### src/source/ines_loader_pkg.sv
// ################################################
// iNES loader shared types
// Header summary, mapper flag word, memory write
// and load FSM state encodings
// ################################################

package ines_loader_pkg;

	// iNES header format
	localparam int HEADER_BYTES = 16;

	localparam logic [7:0] MAGIC_0 = 8'h4E; // 'N'
	localparam logic [7:0] MAGIC_1 = 8'h45; // 'E'
	localparam logic [7:0] MAGIC_2 = 8'h53; // 'S'
	localparam logic [7:0] MAGIC_3 = 8'h1A; // EOF marker

	// Width of the flat ROM memory address
	localparam int MEM_ADDR_BITS = 22;

	typedef logic [MEM_ADDR_BITS-1:0] mem_addr_t;

	// Summary of the 16 header bytes
	typedef struct packed {
		logic       magic_ok;
		logic       trainer;
		logic       is_nes20;
		logic [7:0] prg_pages;   // 16 KB units in a real cart
		logic [7:0] chr_pages;   // 8 KB units, 0 means CHR RAM
		logic [7:0] mapper;      // Already cleaned of dirty bytes
		logic [7:0] ext_mapper;  // Byte 8 on NES 2.0, else 0
		logic       mirroring;
		logic       four_screen;
		logic       has_saves;
	} ines_header_t;

	// Word handed to the mapper logic of the core
	typedef struct packed {
		logic [5:0] reserved;
		logic       has_saves;
		logic [7:0] ext_mapper;
		logic       four_screen;
		logic       chr_ram;
		logic       mirroring;
		logic [2:0] chr_size;
		logic [2:0] prg_size;
		logic [7:0] mapper;
	} mapper_flags_t;

	// One byte write into ROM memory
	typedef struct packed {
		mem_addr_t  addr;
		logic [7:0] data;
		logic       write;
	} mem_write_t;

	typedef enum logic [2:0] {
		LOAD_HEADER,
		LOAD_PRG,
		LOAD_CHR,
		LOAD_ERROR,
		LOAD_DONE
	} load_state_t;

endpackage

### src/source/ines_header_decode.sv
// ################################################
// iNES header decode stage
// Collects the 16 header bytes and decodes them
// ################################################

`timescale 1ns/1ps

module ines_header_decode (
	input  logic                         clk,
	input  logic                         reset_nes,
	input  logic                         data_strobe,
	input  logic [7:0]                   data_in,
	input  ines_loader_pkg::load_state_t state,
	output ines_loader_pkg::ines_header_t header,
	output logic                         header_full
);

	logic [3:0] byte_cnt;
	logic [7:0] hdr_byte [ines_loader_pkg::HEADER_BYTES];

	logic capture;
	logic is_nes20;
	logic is_dirty;
	logic tail_nonzero;

	// Header bytes are only taken while the FSM waits for them
	assign capture = data_strobe && (state == ines_loader_pkg::LOAD_HEADER);

	assign header_full = capture &&
		(byte_cnt == 4'(ines_loader_pkg::HEADER_BYTES - 1));

	always_ff @(posedge clk) begin
		if (reset_nes) begin
			byte_cnt <= '0;
		end else if (capture) begin
			byte_cnt <= byte_cnt + 4'd1;
		end
	end

	always_ff @(posedge clk) begin
		if (capture) begin
			hdr_byte[byte_cnt] <= data_in;
		end
	end

	// NES 2.0 marks itself with binary 10 in byte 7 bits 3:2
	assign is_nes20 = (hdr_byte[7][3:2] == 2'b10);

	// Old dumpers left junk in bytes 10..15
	always_comb begin
		tail_nonzero = 1'b0;
		for (int i = 10; i < ines_loader_pkg::HEADER_BYTES; i++) begin
			tail_nonzero = tail_nonzero | (hdr_byte[i] != 8'h00);
		end
	end

	assign is_dirty = !is_nes20 && ((hdr_byte[9][7:1] != 7'd0) || tail_nonzero);

	always_comb begin
		header.magic_ok    = (hdr_byte[0] == ines_loader_pkg::MAGIC_0) &&
		                     (hdr_byte[1] == ines_loader_pkg::MAGIC_1) &&
		                     (hdr_byte[2] == ines_loader_pkg::MAGIC_2) &&
		                     (hdr_byte[3] == ines_loader_pkg::MAGIC_3);
		header.trainer     = hdr_byte[6][2];
		header.is_nes20    = is_nes20;
		header.prg_pages   = hdr_byte[4];
		header.chr_pages   = hdr_byte[5];
		// Upper nibble from byte 7 cannot be trusted on a dirty header
		header.mapper      = {is_dirty ? 4'h0 : hdr_byte[7][7:4], hdr_byte[6][7:4]};
		header.ext_mapper  = is_nes20 ? hdr_byte[8] : 8'h00;
		header.mirroring   = hdr_byte[6][0]; // 1 = vertical
		header.four_screen = hdr_byte[6][3];
		header.has_saves   = hdr_byte[6][1]; // Battery backed RAM
	end

endmodule

### src/source/rom_image_writer.sv
// ################################################
// ROM image writer
// Load FSM that checks the header and streams PRG
// and CHR bytes into flat memory
// ################################################

`timescale 1ns/1ps

module rom_image_writer #(
	parameter int ADDR_WIDTH     = 22,
	parameter int PRG_PAGE_SHIFT = 14,
	parameter int CHR_PAGE_SHIFT = 13
) (
	input  logic                          clk,
	input  logic                          reset_nes,
	input  logic                          data_strobe,
	input  logic [7:0]                    data_in,
	input  logic                          header_full,
	input  ines_loader_pkg::ines_header_t header,
	output ines_loader_pkg::load_state_t  state,
	output ines_loader_pkg::mem_write_t   mem,
	output logic                          busy,
	output logic                          done,
	output logic                          error
);

	// CHR image sits in the upper half of the address space
	localparam logic [ADDR_WIDTH-1:0] CHR_BASE = {1'b1, {(ADDR_WIDTH-1){1'b0}}};

	logic [ADDR_WIDTH-1:0] bytes_left;
	logic [ADDR_WIDTH-1:0] addr_q;
	logic [ADDR_WIDTH-1:0] prg_len;
	logic [ADDR_WIDTH-1:0] chr_len;

	logic loading;
	logic header_good;
	logic seg_end;

	assign prg_len = ADDR_WIDTH'(header.prg_pages) << PRG_PAGE_SHIFT;
	assign chr_len = ADDR_WIDTH'(header.chr_pages) << CHR_PAGE_SHIFT;

	assign header_good = header.magic_ok && !header.trainer; // Trainers not supported

	assign loading = (state == ines_loader_pkg::LOAD_PRG) ||
	                 (state == ines_loader_pkg::LOAD_CHR);

	// Segment ends on its last byte, or at once when it is empty
	assign seg_end = (bytes_left == '0) ||
	                 (data_strobe && (bytes_left == ADDR_WIDTH'(1)));

	// Write goes out in the same cycle as the strobe
	always_comb begin
		mem.addr  = ines_loader_pkg::mem_addr_t'(addr_q);
		mem.data  = data_in;
		mem.write = loading && data_strobe && (bytes_left != '0);
	end

	always_ff @(posedge clk) begin
		if (reset_nes) begin
			state      <= ines_loader_pkg::LOAD_HEADER;
			bytes_left <= '0;
			addr_q     <= '0;
			busy       <= 1'b0;
			done       <= 1'b0;
			error      <= 1'b0;
		end else begin
			case (state)
				ines_loader_pkg::LOAD_HEADER: begin
					if (header_full) begin
						busy <= 1'b1;
						if (header_good) begin
							state      <= ines_loader_pkg::LOAD_PRG;
							addr_q     <= '0;
							bytes_left <= prg_len;
						end else begin
							state <= ines_loader_pkg::LOAD_ERROR;
						end
					end
				end

				ines_loader_pkg::LOAD_PRG: begin
					if (seg_end) begin
						state      <= ines_loader_pkg::LOAD_CHR;
						addr_q     <= CHR_BASE;
						bytes_left <= chr_len;
					end else if (data_strobe) begin
						bytes_left <= bytes_left - ADDR_WIDTH'(1);
						addr_q     <= addr_q + ADDR_WIDTH'(1);
					end
				end

				ines_loader_pkg::LOAD_CHR: begin
					if (seg_end) begin
						state <= ines_loader_pkg::LOAD_DONE;
						done  <= 1'b1;
						busy  <= 1'b0;
					end else if (data_strobe) begin
						bytes_left <= bytes_left - ADDR_WIDTH'(1);
						addr_q     <= addr_q + ADDR_WIDTH'(1);
					end
				end

				ines_loader_pkg::LOAD_ERROR: begin
					// Sticks here until the next reset
					done  <= 1'b1;
					error <= 1'b1;
					busy  <= 1'b0;
				end

				ines_loader_pkg::LOAD_DONE: begin
					busy <= 1'b0;
				end

				default: begin
					state <= ines_loader_pkg::LOAD_ERROR;
				end
			endcase
		end
	end

endmodule

### src/source/mapper_flags_result.sv
// ################################################
// Mapper flags result stage
// Encodes size codes and latches the flag word
// ################################################

`timescale 1ns/1ps

module mapper_flags_result (
	input  logic                           clk,
	input  logic                           reset_nes,
	input  logic                           done,
	input  logic                           error,
	input  logic                           invert_mirroring,
	input  ines_loader_pkg::ines_header_t  header,
	output ines_loader_pkg::mapper_flags_t mapper_flags,
	output logic                           flags_valid
);

	ines_loader_pkg::mapper_flags_t flags_next;

	// Rounds the page count up to a power of two, as a log2 code
	function automatic logic [2:0] size_code(input logic [7:0] pages);
		logic [2:0] code;
		if (pages <= 8'd1)       code = 3'd0;
		else if (pages <= 8'd2)  code = 3'd1;
		else if (pages <= 8'd4)  code = 3'd2;
		else if (pages <= 8'd8)  code = 3'd3;
		else if (pages <= 8'd16) code = 3'd4;
		else if (pages <= 8'd32) code = 3'd5;
		else if (pages <= 8'd64) code = 3'd6;
		else                     code = 3'd7;
		return code;
	endfunction

	always_comb begin
		flags_next.reserved    = 6'd0;
		flags_next.has_saves   = header.has_saves;
		flags_next.ext_mapper  = header.ext_mapper;
		flags_next.four_screen = header.four_screen;
		flags_next.chr_ram     = (header.chr_pages == 8'd0); // No CHR ROM on board
		flags_next.mirroring   = header.mirroring ^ invert_mirroring;
		flags_next.chr_size    = size_code(header.chr_pages);
		flags_next.prg_size    = size_code(header.prg_pages);
		flags_next.mapper      = header.mapper;
	end

	always_ff @(posedge clk) begin
		if (reset_nes) begin
			flags_valid <= 1'b0;
		end else if (done && !error && !flags_valid) begin
			flags_valid <= 1'b1; // One cycle behind done
		end
	end

	always_ff @(posedge clk) begin
		if (done && !error && !flags_valid) begin
			mapper_flags <= flags_next;
		end
	end

endmodule

### src/source/ines_loader_top.sv
// ################################################
// iNES cartridge loader
// Header decode, image writer and flag result
// ################################################

`timescale 1ns/1ps

module ines_loader_top #(
	parameter int ADDR_WIDTH     = 22,
	parameter int PRG_PAGE_SHIFT = 14,
	parameter int CHR_PAGE_SHIFT = 13
) (
	input  logic                           clk,
	input  logic                           reset_nes,
	input  logic                           data_strobe,
	input  logic [7:0]                     data_in,
	input  logic                           invert_mirroring,
	output ines_loader_pkg::mem_write_t    mem,
	output logic                           busy,
	output logic                           done,
	output logic                           error,
	output ines_loader_pkg::mapper_flags_t mapper_flags,
	output logic                           flags_valid
);

	ines_loader_pkg::load_state_t  state;
	ines_loader_pkg::ines_header_t header;
	logic                          header_full;

	ines_header_decode u_decode (
		.clk         (clk),
		.reset_nes   (reset_nes),
		.data_strobe (data_strobe),
		.data_in     (data_in),
		.state       (state),
		.header      (header),
		.header_full (header_full)
	);

	rom_image_writer #(
		.ADDR_WIDTH     (ADDR_WIDTH),
		.PRG_PAGE_SHIFT (PRG_PAGE_SHIFT),
		.CHR_PAGE_SHIFT (CHR_PAGE_SHIFT)
	) u_writer (
		.clk         (clk),
		.reset_nes   (reset_nes),
		.data_strobe (data_strobe),
		.data_in     (data_in),
		.header_full (header_full),
		.header      (header),
		.state       (state),
		.mem         (mem),
		.busy        (busy),
		.done        (done),
		.error       (error)
	);

	mapper_flags_result u_result (
		.clk              (clk),
		.reset_nes        (reset_nes),
		.done             (done),
		.error            (error),
		.invert_mirroring (invert_mirroring),
		.header           (header),
		.mapper_flags     (mapper_flags),
		.flags_valid      (flags_valid)
	);

endmodule

### config.mk
export PLATFORM = sky130hd
export DESIGN_NAME = ines_loader_top
export DESIGN_NICKNAME = d
export VERILOG_FILES = /design/src/source/ines_loader_pkg.sv /design/src/source/ines_header_decode.sv /design/src/source/rom_image_writer.sv /design/src/source/mapper_flags_result.sv /design/src/source/ines_loader_top.sv
export SDC_FILE = /design/constraint.sdc
export NUM_CORES = 1
export LEC_CHECK = 0
export ABC_AREA = 0
export ABC_CLOCK_PERIOD_IN_PS = 3600
export BUFFER_PORTS_ARGS = -buffer_cell sky130_fd_sc_hd__buf_2
export CORE_ASPECT_RATIO = 1.75
export CORE_MARGIN = 10
export CORE_UTILIZATION = 30
export DETAILED_ROUTE_END_ITERATION = 7
export GPL_TIMING_DRIVEN = 0
export SLEW_MARGIN = 25
export SYNTH_ARGS = -nofsm -noshare
export SYNTH_HDL_FRONTEND = slang
export SYNTH_SLANG_ARGS = --single-unit
### constraint.sdc
create_clock -name clk -period 3.6 [get_ports clk]
set_input_delay 0 -clock clk [delete_from_list [all_inputs] [get_ports clk]]
set_output_delay 0 -clock clk [all_outputs]
set_load 0.02 [all_outputs]
==> results by group, run 1 <==
Synthesis
  • Top post-synthesis cells by count: 151 x edfxtp_1, 55 x dfxtp_1, 46 x a21oi_1
  • Yosys warnings: 0
  • Area contributors post-synth: edfxtp_1 53%, dfxtp_1 13%, a21oi_1 2.7%
  • Post-Synthesis Cell Area: roughly 8500 sq um
  • Dominant cell type by area after synthesis: edfxtp_1
  • Post-synth top area share: 0.533
  • Count leader, synth: edfxtp_1
  • EDFF count, synth: 151
  • FFs w/ async S/R, synth: 0
  • Distinct cell type count after synthesis: 69
  • Average size of a mapped cell: 13.1 sq um
  • Register area share after synthesis: 0.663
  • Mapped Cells: 649
  • Top FF cell, synth: edfxtp_1
  • Yosys reg bits: 206

Detailed routing
  • DRC Markers: 0
  • DRT Pass-1 Iters: 5
  • Vias/cell: 5.04
  • Routed via count: 5,785
  • Routed len/inst: 18.9 microns
  • Detail Route Antenna Nets: 0
  • Initial drt markers: about 360
  • Final WL: ~22,000 microns

Final layout
  • Non-filler instance count after layout: around 1,100
  • Filler cells: 2,766
  • # diodes: 0
  • Synthesis-to-finish area growth: 19.1%
  • Nets: 779
  • Layout cells sized above 1: 0.211

Floorplanning
  • Die ar.: 35,800 sq um
  • # rows: between 80 and 90
  • Initial Util: 0.304
  • Placeable Area: 28,000 sq um
  • Die Width: 147 microns
  • DIE HEIGHT: 243 microns
  • # IOs: 79

Power and ir drop
  • Power density over the cells: 470 nW/um^2
  • Peak VDD IR: 0.297 mV
  • Leak: between 3 and 4 nW

Timing
  • Slew Limit Fails: 0
  • Final setup violation count: 0
  • Setup TNS Final: 0 ps
  • RSZ-0062 raised after global routing: no
  • Min Tclk post-route: 3200 ps
  • Hold Fails Final Rpt: 6
  • Tcrit/Tclk final: 0.888
  • Max Freq: 313 MHz
  • Rel. slew slack: 0.403
  • Final hold slack: -4.92 ps
  • Clock Skew: 8.86 ps
  • Worst-margin pin slew: just under 900 ps

Clock tree
  • CTS tree: yes
  • Clock Latency Late Sink: 490 ps
  • Maximum root-to-sink buffer count: 3
  • CTS buffer count: 21
  • Post_cts resized: 0
  • CTS HTree Levels: 1
  • CTS clk-pin slew, worst paths: approximately 70 ps
  • Clk sinks: 206
  • Root buf cell: clkbuf_16

Critical path
  • Worst Path Arrival: 3600 ps
  • Crit. End Element: flop
  • Worst Reg-to-Reg Cells: 8
  • FF-to-FF Start: u_writer.bytes_left[8]
  • Worst r2r dst: u_writer.bytes_left[17]
  • R2R Setup Slk: 400 ps
  • CP startpoint: u_writer.bytes_left[8]
  • Crit start category: flop
  • Worst-path fanout max: 10
  • Critical Path RT: 4000 ps
  • Kind of critical path: reg -> reg

Placed design
  • Placed insts: approximately 1,100
  • Number of port buffers: a little over 70
  • Gpl congestion: approximately 0.84
  • HPWL Detailed: approximately 15,000 microns

Global route
  • Largest net degree at the start of global routing: 18
  • Number of global-route vias before repair: 5,836
  • Overall routing resource usage: 0.117
  • Initial antenna violation count: 0
  • Total gr overflow: 0
  • First-pass GRT wire length: roughly 33,000 microns

Status
  • Failing checks: hold timing
  • Outcome: finished, violations left

Hold path
  • WHS Path Cells: 1
  • Worst Hold Class: in -> reg
  • Hold_sp: data_in[7]
  • Hold Path End: u_decode.hdr_byte[5][7]

Job
  • Max Cap Violations: 0
==> how the worst max path moves through the flow <==
stage / to / slack, ps / cells after the start
after floorplan: u_result.mapper_flags[0] / 780 / 2
after detailed placement: u_writer.bytes_left[19] / 440 / 8
after global routing: u_writer.bytes_left[17] / 220 / 8
final: u_writer.bytes_left[17] / 400 / 8
after CTS: u_writer.bytes_left[19] / 420 / 8
after global placement: u_result.mapper_flags[12] / -80 / 2
==> flip-flops by register name (all words and copies together) (netlist names) <==
| signal | count |
|---|---|
| u_decode.hdr_byte | 125 |
| u_result.mapper_flags | 26 |
| u_writer.addr_q | 22 |
| u_writer.bytes_left | 22 |
| u_decode.byte_cnt | 4 |
| u_writer.state | 3 |
| u_result.flags_valid | 1 |
| u_writer.busy | 1 |
| u_writer.done | 1 |
| u_writer.error | 1 |
==> logic make-up after synthesis <==
family	after synthesis	share of synthesized area
multiplexers	4	0.00500
XOR/XNOR	15	0.0154
AO/OA/AOI/OAI	130	0.106
other	1	0.000441
AND/OR/NAND/NOR	229	0.162
adder cells (fa/ha/maj)	7	0.0103
buffers and inverters	57	0.0378
flip-flops	206	0.663
==> metrics by stage <==
step / setup slack [ps] / utilization / hold WS [ps] / instance area (sq um) / total power, mW
global placement: -78.0 / 0.334 / 309 / 9350 / 2.75
detailed placement: 436 / 0.335 / 314 / 9380 / 2.76
floorplan: 781 / - / 98.9 / 8520 / 2.69
CTS: 418 / 0.361 / 0.203 / 10100 / 4.81
finish: 402 / 0.362 / -4.92 / 10100 / 4.76
global route: 221 / 0.362 / -6.69 / 10100 / 4.91
==> area by class of cell <==
cell class	instances	area, sq um	share of cell area
clock inverter	11	88.8	0.00877
inverter	15	56.3	0.00556
clock buffer	26	554	0.0547
buffer	42	265	0.0262
tap	373	467	0.0461
sequential	206	5640	0.556
timing repair buffer	83	468	0.0462
multi-input combinational	391	2590	0.256
==> report_power, final <==
part | total (mW) | internal [mW] | switching (mW)
registers | 2.57 | 2.56 | 0.00692
clock network | 2.04 | 1.17 | 0.876
logic | 0.145 | 0.0440 | 0.101
==> what timing repair did <==
item                                   4_1_cts  5_1_grt
setup buffers                                0        0
hold buffers                                 6        3
endpoints found under the hold margin       63       26
==> metal layers <==
metal  global-route usage  vias up  wire length (microns)  share of wire
met5                    0        -                      0              0
met4               0.0518        0                    831          0.038
met1                0.122     2837                   8070           0.37
li1                     -     2742                      -              -
met3               0.0181       51                    893          0.041
met2                0.222      155                  11900           0.55
==> critical path, cell delays in order, from the launching register on <==
cell	delay [ps]
dfxtp_1	350
nor4_1	670
nor4b_2	840
nand3_2	290
o21ai_2	300
buf_4	300
buf_6	170
a21oi_1	60
o32ai_1	120
==> layout by cell type, fill, tap and decap left out, types with 16 or more instances in the layout <==
master     Yosys  routed
nand2_1       22      22
edfxtp_1     151     151
buf_4         17      20
buf_2          5      76
nand3_1       16      16
clkbuf_16      0      21
clkbuf_1      15      19
or4_1         19      19
o31ai_1       17      17
nor4_1        20      20
a21oi_1       46      46
dfxtp_1       55      55
nor2_1        43      43
Power figures use the tool's default switching activity.
==> run 2: changes to the inputs <==
--- a/config.mk
+++ b/config.mk
@@ -6,13 +6,14 @@
 export NUM_CORES = 1
 export LEC_CHECK = 0
 export ABC_AREA = 0
-export ABC_CLOCK_PERIOD_IN_PS = 3600
+export ABC_CLOCK_PERIOD_IN_PS = 2900
 export BUFFER_PORTS_ARGS = -buffer_cell sky130_fd_sc_hd__buf_2
 export CORE_ASPECT_RATIO = 1.75
 export CORE_MARGIN = 10
 export CORE_UTILIZATION = 30
 export DETAILED_ROUTE_END_ITERATION = 7
 export GPL_TIMING_DRIVEN = 0
+export REMOVE_ABC_BUFFERS = 1
 export SLEW_MARGIN = 25
 export SYNTH_ARGS = -nofsm -noshare
 export SYNTH_HDL_FRONTEND = slang
==> constraint.sdc (replaced) <==
create_clock -name clk -period 2.9 [get_ports clk]
set_input_delay 0 -clock clk [delete_from_list [all_inputs] [get_ports clk]]
set_output_delay 0 -clock clk [all_outputs]
set_load 0.02 [all_outputs]
==> run 2 against run 1 <==
  * The flow now finishes without violations
  * Via count decreased by 3.3%
  * Register-to-register slack lost 270 ps
  * Non-clock buffer count decreased by 29
  * Combinational power rose by 17%
  * Final cell count down 2.5%
  * Clock power increased by 23%
  * Critical path depth unchanged
  * Setup slack got worse by 270 ps
  * Total power increased by 23%
  * Routed wire length fell by 8.1%
  * Sequential power is 24% higher
  * Worst hold slack better by 370 ps
==> results by group, run 2 (synthesized netlist as in run 1, its figures left out) <==
Placed design
  • Number of port buffers: ~70
  • Cell Area, Placed: 9210 sq um
  • Gpl congestion: 0.786
  • HPWL Detailed: 13,800 microns
  • Placed insts: 1,062

Hold path
  • Hold Path End: u_result.mapper_flags[14]
  • Worst Hold Class: in -> reg
  • WHS Path Cells: 3
  • Hold_sp: invert_mirroring

Critical path
  • Worst-path fanout max: 11
  • Critical Path RT: 3260 ps
  • Crit start category: flop
  • Crit. End Element: flop
  • R2R Setup Slk: 130 ps
  • Worst Path Arrival: 3140 ps
  • Kind of critical path: reg -> reg
  • Worst Reg-to-Reg Cells: 8
  • Worst r2r dst: u_writer.bytes_left[1]
  • FF-to-FF Start: u_writer.bytes_left[2]

Job
  • Max Cap Violations: 0

Final layout
  • Layout cells sized above 1: 0.204
  • Biggest register: u_decode.hdr_byte
  • Fin util: 0.362
  • Biggest regs: u_decode.hdr_byte: 125 flops, u_result.mapper_flags: 26 flops
  • Most frequent cells in the layout: 151 x edfxtp_1, 72 x buf_2, 55 x dfxtp_1, 45 x a21oi_1, 43 x nor2_1
  • Non-filler instance count after layout: around 1,100
  • Synthesis-to-finish area growth: 19.0%
  • Nets: 750
  • Max FFs per register: 125
  • Final instance area: 10,100 sq um
  • Filler cells: 2,741
  • Most common cell after layout, fill and taps aside: edfxtp_1
  • # diodes: 0

Detailed routing
  • Initial drt markers: approximately 370
  • Routed via count: 5,596
  • Final WL: 19,900 microns
  • Vias/cell: 5.01
  • DRT Pass-1 Iters: 4
  • Detail Route Antenna Nets: 0
  • DRC Markers: 0
  • Routed len/inst: about 18 microns

Power and ir drop
  • Total Power: approximately 6 mW
  • Peak VDD IR: 0.332 mV
  • Leak: 3.44 nW
  • Power density over the cells: 580 nW/um^2

Clock tree
  • Maximum root-to-sink buffer count: 3
  • CTS clk-pin slew, worst paths: 70 ps
  • CTS buffer count: 20
  • CTS tree: yes
  • CTS HTree Levels: 1
  • Clk sinks: 206
  • Clock Latency Late Sink: 490 ps
  • Root buf cell: clkbuf_16

Floorplanning
  • # rows: 81
  • # IOs: 79
  • Initial Util: 0.304
  • Placeable Area: 28,000 sq um
  • Die ar.: about 36,000 sq um
  • DIE HEIGHT: between 200 and 250 microns
  • Die Width: 147 microns

Timing
  • Clock Skew: 8.11 ps
  • Tcrit/Tclk final: 0.956
  • Final setup violation count: 0
  • Hold Fails Final Rpt: 0
  • Worst-margin pin slew: 794 ps
  • Slew Limit Fails: 0
  • Max Freq: 361 MHz
  • Rel. slew slack: 0.469
  • Min Tclk post-route: 2770 ps
  • RSZ-0062 raised after global routing: no

Global route
  • Total gr overflow: 0
  • Overall routing resource usage: 0.107
  • Largest net degree at the start of global routing: 33
  • First-pass GRT wire length: 31,500 microns
  • Initial antenna violation count: 0
  • Number of global-route vias before repair: 5,632

Status
  • Outcome: complete, no violations
-- run 2: routing by layer --
metal | vias up | GRT usage | part of all wire
met5 | - | 0 | 0
met4 | 0 | 0.0345 | 0.023
met2 | 94 | 0.214 | 0.57
met3 | 30 | 0.0166 | 0.037
met1 | 2786 | 0.109 | 0.37
li1 | 2686 | - | -
-- run 2: final cells by class --
cell class / instances / area [sq um] / share of cell area
clock buffer: 24 / 537 / 0.0530
clock inverter: 12 / 96.3 / 0.00952
inverter: 15 / 56.3 / 0.00556
multi-input combinational: 392 / 2680 / 0.265
sequential: 206 / 5640 / 0.557
tap: 373 / 467 / 0.0461
timing repair buffer: 96 / 646 / 0.0638
-- run 2: critical path: stages (launching register included) --
cell and delay, ps:
dfxtp_1 360, or4_1 700, or4b_4 630, o21ai_2 270, nand2_4 180, o21bai_4 190
buf_12 150, buf_12 120, a311oi_1 40
-- run 2: through the flow --
stage	hold WS [ps]	setup WS (ps)	setup TNS, ps
after global routing	377	24.0	0
after floorplan	0	2.70	0
after detailed placement	321	-312	-6250
after global placement	311	-877	-51960
final	364	128	0
after CTS	344	13.6	0
-- run 2: how the worst max path moves through the flow --
| stage | startpoint | endpoint | slack [ps] | cells past startpoint |
|---|---|---|---|---|
| after floorplan | u_writer.bytes_left[2] | u_writer.bytes_left[3] | 3 | 6 |
| after global placement | u_writer.state[0] | u_writer.bytes_left[3] | -880 | 5 |
| after detailed placement | u_decode.hdr_byte[2][2] | u_writer.bytes_left[5] | -310 | 6 |
| after CTS | u_writer.bytes_left[2] | u_writer.bytes_left[7] | 10 | 6 |
| after global routing | u_writer.bytes_left[2] | u_writer.bytes_left[1] | 20 | 8 |
| final | u_writer.bytes_left[2] | u_writer.bytes_left[1] | 130 | 8 |
-- run 2: power breakdown --
part           switching [mW]  internal (mW)  leakage [nW]  total, mW
logic                   0.118         0.0526          1.32      0.170
registers             0.00945           3.18          1.81       3.19
clock network            1.09           1.42         0.309       2.51
-- run 2: timing repair --
action                                  in CTS  in global routing
setup buffers                                5                  3
endpoints found under the setup margin      34                 30
hold buffers                                11                  0
hold endpoints to repair                   109                  0
gates cloned                                 1                  0
resized for setup                            4                  5
pin swaps                                    3                  2
